--- config.mk ---
export PLATFORM = sky130hd
export DESIGN_NAME = memory_arbiter
export DESIGN_NICKNAME = d
export VERILOG_FILES = /design/src/common/mem_pkg.sv /design/src/common/arb_pkg.sv /design/src/memory_arbiter/memory_arbiter.sv
export SDC_FILE = /design/constraint.sdc
export NUM_CORES = 1
export LEC_CHECK = 0
export BUFFER_PORTS_ARGS = -buffer_cell sky130_fd_sc_hd__clkbuf_2
export CAP_MARGIN = 15
export CORE_AREA = 2 2 194 196
export DETAILED_ROUTE_END_ITERATION = 16
export DIE_AREA = 0 0 196 198
export PLACE_DENSITY = 0.34
export SYNTH_ARGS = -nofsm -noshare
export SYNTH_HDL_FRONTEND = slang
export SYNTH_SLANG_ARGS = --single-unit
--- constraint.sdc ---
create_clock -name CLK -period 2.9 [get_ports CLK]
set_clock_uncertainty 0.15 [all_clocks]
set_input_delay 0.29 -clock CLK [delete_from_list [all_inputs] [get_ports CLK]]
set_output_delay 0.29 -clock CLK [all_outputs]
set_load 0.01 [all_outputs]
--- src/common/mem_pkg.sv ---
package mem_pkg;

  // Requester side widths
  localparam int ADDR_BITS = 32;
  localparam int WORD_BITS = 32;

  // A RAM row holds two cache words side by side
  localparam int HALF_COUNT = 2;
  localparam int ROW_BITS = WORD_BITS * HALF_COUNT;

  // 256 rows, row index taken from address bits 10:3
  localparam int ROW_INDEX_BITS = 8;
  localparam int ROW_COUNT = 1 << ROW_INDEX_BITS;
  localparam int ROW_LSB = 3;

  // Address bit 2 picks the upper half when set
  localparam int HALF_BIT = 2;

  // Cycles an access must be held before ram_hit
  localparam int RAM_LATENCY = 2;
  localparam int LAT_CNT_BITS = $clog2(RAM_LATENCY + 1);

  typedef logic [ADDR_BITS-1:0]      addr_t;
  typedef logic [WORD_BITS-1:0]      word_t;
  typedef logic [ROW_BITS-1:0]       row_t;
  typedef logic [ROW_INDEX_BITS-1:0] row_index_t;
  typedef logic [HALF_COUNT-1:0]     half_en_t;
  typedef logic [LAT_CNT_BITS-1:0]   lat_cnt_t;

endpackage

--- src/common/arb_pkg.sv ---
package arb_pkg;

  // One state per requester plus the idle state
  typedef enum logic [2:0] {
    IDLE     = 3'b000,
    SP_LOAD  = 3'b001,
    SP_STORE = 3'b010,
    DCACHE   = 3'b011,
    ICACHE   = 3'b100
  } arb_state_t;

  // Requester slots, in falling priority
  localparam int REQ_COUNT    = 4;
  localparam int REQ_SP_LOAD  = 0;
  localparam int REQ_SP_STORE = 1;
  localparam int REQ_DCACHE   = 2;
  localparam int REQ_ICACHE   = 3;

endpackage

--- src/memory_arbiter/memory_arbiter.sv ---
`timescale 1ns/1ps

module memory_arbiter (
  input  logic                CLK,
  input  logic                nRST,

  // Scratchpad load
  input  logic                sp_load,
  input  mem_pkg::addr_t      sp_load_addr,
  output mem_pkg::row_t       sp_load_data,
  output logic                sp_load_done,

  // Scratchpad store
  input  logic                sp_store,
  input  mem_pkg::addr_t      sp_store_addr,
  input  mem_pkg::row_t       sp_store_data,
  output logic                sp_store_done,

  // Data cache
  input  logic                dreq,
  input  logic                dwen,
  input  mem_pkg::addr_t      daddr,
  input  mem_pkg::word_t      dstore,
  output mem_pkg::word_t      dload,
  output logic                ddone,

  // Instruction cache, read only
  input  logic                ireq,
  input  mem_pkg::addr_t      iaddr,
  output mem_pkg::word_t      iload,
  output logic                idone,

  // RAM side
  output logic                ram_ren,
  output mem_pkg::half_en_t   ram_wen,
  output mem_pkg::row_index_t ram_row,
  output mem_pkg::row_t       ram_wdat,
  input  mem_pkg::row_t       ram_rdat,
  input  logic                ram_hit
);

  arb_pkg::arb_state_t           state;
  arb_pkg::arb_state_t           next_state;
  logic [arb_pkg::REQ_COUNT-1:0] done_vec;

  function automatic mem_pkg::row_index_t row_of(input mem_pkg::addr_t addr);
    return addr[mem_pkg::ROW_LSB +: mem_pkg::ROW_INDEX_BITS];
  endfunction

  // One-hot enable for the half the address points at
  function automatic mem_pkg::half_en_t half_of(input mem_pkg::addr_t addr);
    return mem_pkg::half_en_t'(1) << addr[mem_pkg::HALF_BIT];
  endfunction

  function automatic mem_pkg::word_t word_of(input mem_pkg::row_t row,
                                             input mem_pkg::addr_t addr);
    return row[addr[mem_pkg::HALF_BIT] * mem_pkg::WORD_BITS +: mem_pkg::WORD_BITS];
  endfunction

  always_ff @(posedge CLK, negedge nRST) begin
    if (!nRST) begin
      state <= arb_pkg::IDLE;
    end else begin
      state <= next_state;
    end
  end

  // Fixed priority in IDLE, grant held until the RAM answers
  always_comb begin
    next_state = state;
    case (state)
      arb_pkg::IDLE: begin
        if (sp_load) next_state = arb_pkg::SP_LOAD;
        else if (sp_store) next_state = arb_pkg::SP_STORE;
        else if (dreq) next_state = arb_pkg::DCACHE;
        else if (ireq) next_state = arb_pkg::ICACHE;
      end
      default: begin
        if (ram_hit) next_state = arb_pkg::IDLE;
      end
    endcase
  end

  // Route the granted access to the RAM
  always_comb begin
    ram_ren  = 1'b0;
    ram_wen  = '0;
    ram_row  = '0;
    ram_wdat = '0;
    done_vec = '0;
    case (state)
      arb_pkg::SP_LOAD: begin
        ram_ren = 1'b1;
        ram_row = row_of(sp_load_addr);
        done_vec[arb_pkg::REQ_SP_LOAD] = ram_hit;
      end
      arb_pkg::SP_STORE: begin
        ram_wen  = '1;
        ram_row  = row_of(sp_store_addr);
        ram_wdat = sp_store_data;
        done_vec[arb_pkg::REQ_SP_STORE] = ram_hit;
      end
      arb_pkg::DCACHE: begin
        ram_row = row_of(daddr);
        if (dwen) begin
          // Word goes to both halves, only one is enabled
          ram_wen  = half_of(daddr);
          ram_wdat = {dstore, dstore};
        end else begin
          ram_ren = 1'b1;
        end
        done_vec[arb_pkg::REQ_DCACHE] = ram_hit;
      end
      arb_pkg::ICACHE: begin
        ram_ren = 1'b1;
        ram_row = row_of(iaddr);
        done_vec[arb_pkg::REQ_ICACHE] = ram_hit;
      end
      default: begin
      end
    endcase
  end

  // Read data only counts in the done cycle
  assign sp_load_data = ram_rdat;
  assign dload        = word_of(ram_rdat, daddr);
  assign iload        = word_of(ram_rdat, iaddr);

  assign sp_load_done  = done_vec[arb_pkg::REQ_SP_LOAD];
  assign sp_store_done = done_vec[arb_pkg::REQ_SP_STORE];
  assign ddone         = done_vec[arb_pkg::REQ_DCACHE];
  assign idone         = done_vec[arb_pkg::REQ_ICACHE];

  a_one_done: assert property (@(posedge CLK) disable iff (!nRST)
    $onehot0(done_vec))
    else $error("more than one done in the same cycle");

  a_idle_no_done: assert property (@(posedge CLK) disable iff (!nRST)
    (state == arb_pkg::IDLE) |-> (done_vec == '0))
    else $error("done raised while the arbiter is idle");

  a_rw_exclusive: assert property (@(posedge CLK) disable iff (!nRST)
    (ram_wen != '0) |-> !ram_ren)
    else $error("RAM read and write driven together");

endmodule

==> out/results.md <==
* **final period utilization** 82.3%
* **register clock-pin slew on the reported worst setup and hold paths** 30 ps
* **met1 track demand over resource in global routing** 6.57%
* **count of cells along the worst register-to-register path** 3
* **source-to-sink clock delay at the later pin of the worst-skew pair** 220 ps
* **maximum clock insertion buffer count** 2
* **number of distinct standard cells referenced by the synthesized netlist** 27
* **leakage power figure** 2.46 nW
* **proportion of synthesized chip area in sequential cells** 3.16%
* **largest registers** state (3)
* **outcome** completed
* **Hold Violations, Final** 0
* **routed wire length** 12500 um
* **Warnings, synthesis** 0
* **final critical delay including setup and external delays** 2390 ps
* **WS Path Type** register to output port
* **Total Die Area** 38800 um2
* **total negative slack for setup checks** 0 ps
* **effective utilization at floorplan** 6.42%
* **launching point of the worst reg2reg path** state[1]
* **die extent in x** 196 um
* **total of flip-flops plus latches after synthesis** 3
* **IO Port Bufs** 408
* **met2 usage in global routing** 11.2%
* **Hold Path Stages** 3
* **dominant cells by area after synthesis** sky130_fd_sc_hd__mux2_2 30%, sky130_fd_sc_hd__a22o_1 24%, sky130_fd_sc_hd__buf_4 22%, sky130_fd_sc_hd__mux2i_1 3.8%, sky130_fd_sc_hd__dfrtp_1 3.2%
* **Final Max Slew Viols** 0
* **antenna fix cells** 0
* **number of DRC markers in iteration 0** 85
* **Top Ports** 503
* **H-Tree Level Count** 1
* **number of global-route vias before repair** 2970
* **Maximum Capacitance Violations** 0
* **Largest register FFs** 3
* **signed area change from the synthesized netlist to the final layout** 90.4%
* **routing layer with the top usage in global route** met2
* **critical path capture point type** output port
* **Cell Rows** 71
* **category of the worst setup path launch point** register
* **arrival time at the worst endpoint** 1950 ps
* **largest area contributor in the synthesized netlist** sky130_fd_sc_hd__mux2_2
* **total nets after synthesis** 571
* **Post-route DRC** 0
* **Tot Pwr** 1.47 mW
* **syn avg cell area** 8.63 um2
* **detail-routed via count per cell** 3.10
* **via count** 3342
* **first drt pass iteration count** 4
* **power density of the placed cells** 325 nW/um2
* **CTS root buffer** sky130_fd_sc_hd__clkbuf_16
* **global-route wire length before repair** 17400 um
* **Hold/Removal Path Class** input port to register
* **share of final-layout standard cells stronger than drive strength 1** 80.6%
* **number of buffers inserted by post-CTS setup repair** 0
* **vertical extent of the die** 198 um
* **area share of the largest cell type after synthesis** 29.9%
* **start point of the critical path** state[0]
* **met3 Track Usage GR** 0.852%
* **number of sinks on the clock net** 3
* **RSZ-0062 raised after global routing** false
* **number of antenna violations at the first check in global routing** 0
* **register bank with the most flops** state
* **clock tree from TritonCTS** yes
* **number of failing setup endpoints in the final timing report** 0
* **number of buffers inserted during clock tree synthesis** 3
* **number of nets with antenna violations after detailed routing** 0
* **relative slew slack** 51.9%
* **maximum VDD drop** 0.000124 V
* **maximum number of pins on one net before global-route repair** 68
* **final net count** 900
* **mapped cell area** 2370 um2
* **start point of the worst hold path** ireq
* **highest clock frequency the design can meet** 419 MHz
* **Std-Cell Core Area** 37000 um2
* **Routed wire per std cell** 11.7 um
* **core occupancy in the finished layout** 12.2%
* **global-route usage over all layers** 5.63%
* **maximum fanout encountered on the critical timing path** 65
* **residual overflow from global routing** 0
* **number of instances in the synthesized netlist** 275
* **total half-perimeter wirelength after legalization and detailed placement** 11100 um
* **last weighted congestion value of the routability-driven placer** 0.732
* **actual slew at the worst max-slew pin** 718 ps
* **Critical Path RT** 2460 ps
[per-stage QoR]
stage / worst slack [ps] / hold WS (ps) / std cells / instance area [um2]
final: 513 / 192 / 1077 / 4520
after global routing: 361 / 228 / 1077 / 4520
after CTS: 480 / 206 / 1077 / 4520
after detailed placement: 723 / -56.9 / 1072 / 4430
after global placement: 694 / -58.6 / 1072 / 4430
after floorplan: 1290 / -156 / 275 / 2370
[cells in the mapped netlist]
master	instances
sky130_fd_sc_hd__dfrtp_1	3
sky130_fd_sc_hd__a22o_1	64
sky130_fd_sc_hd__mux2i_1	9
sky130_fd_sc_hd__nand2b_4	1
sky130_fd_sc_hd__or2_1	1
sky130_fd_sc_hd__buf_2	12
sky130_fd_sc_hd__nor2b_1	1
sky130_fd_sc_hd__buf_6	6
sky130_fd_sc_hd__o211ai_1	1
sky130_fd_sc_hd__buf_4	69
sky130_fd_sc_hd__mux2_1	1
sky130_fd_sc_hd__nand2_1	5
sky130_fd_sc_hd__clkbuf_1	2
sky130_fd_sc_hd__a31o_2	1
sky130_fd_sc_hd__nor2_2	2
sky130_fd_sc_hd__inv_1	2
sky130_fd_sc_hd__nand3_1	2
sky130_fd_sc_hd__nor3_1	2
sky130_fd_sc_hd__a21o_1	1
sky130_fd_sc_hd__mux2_2	63
sky130_fd_sc_hd__and2_1	2
sky130_fd_sc_hd__o21ai_0	8
sky130_fd_sc_hd__nor3b_2	1
sky130_fd_sc_hd__buf_1	2
sky130_fd_sc_hd__a32oi_1	7
sky130_fd_sc_hd__nor2_1	5
sky130_fd_sc_hd__o22ai_1	2
[where the power goes]
group	internal (mW)	total (mW)	switching, mW
Clock	0.181	0.217	0.0361
Combinational	0.549	1.17	0.618
Sequential	0.0503	0.0825	0.0322
Total	0.781	1.47	0.687
[worst paths after layout]
check                          endpoint  slack, ps
max in group asynchronous      state[1]       2180
max reg2reg                    state[0]       1360
min                            state[2]        190
min in group asynchronous      state[2]        310
max                        ram_wdat[57]        510
min reg2reg                    state[2]        550
[what timing repair did]
item	4_1_cts	5_1_grt
gates resized for setup	0	0
hold buffers	1	0
endpoints found under the hold margin	3	0
[final cells by class]
| type | instances | area (um2) |
|---|---|---|
| inverter | 2 | 7.51 |
| tap | 474 | 593 |
| multi-input combinational | 179 | 1640 |
| timing repair buffer | 415 | 2120 |
| clock buffer | 4 | 78.8 |
| fill | 4331 | 32400 |
| sequential | 3 | 75.1 |
[critical path, cell delays in order, from the launching register on]
cell,delay (ps)
sky130_fd_sc_hd__dfrtp_1,670
sky130_fd_sc_hd__nand2_1,200
sky130_fd_sc_hd__nor2_4,140
sky130_fd_sc_hd__buf_12,270
sky130_fd_sc_hd__a22o_1,250
sky130_fd_sc_hd__clkbuf_2,150
[logic make-up (layout without fill, tap and decap cells)]
| kind of cell | after synthesis | count (layout) | share of synthesized area [%] |
|---|---|---|---|
| compound gates | 84 | 84 | 29.4 |
| simple gates | 22 | 22 | 5.11 |
| buf+inv | 93 | 421 | 28.2 |
| flops | 3 | 3 | 3.16 |
| mux | 73 | 73 | 34.2 |
[metal layers]
metal	wire, um	vias up
met1	4890	1497
met4	0	0
li1	-	1658
met5	0	-
met2	6730	187
met3	921	0
[layout by cell type, fill, tap and decap left out, drive strengths merged]
cell         synthesis  final
and2                 2      2
o211ai               1      1
a21o                 1      1
a22o                64     64
dlygate4sd3          0      1
nand2b               1      1
nor3b                1      1
nor2                 7      7
nor2b                1      1
o21ai                8      8
nand3                2      2
buf                 89      6
a31o                 1      1
mux2i                9      9
clkbuf               2    412
o22ai                2      2
a32oi                7      7
nand2                5      5
mux2                64     64
nor3                 2      2
dfrtp                3      3
inv                  2      2
or2                  1      1
Power figures use the tool's default switching activity.
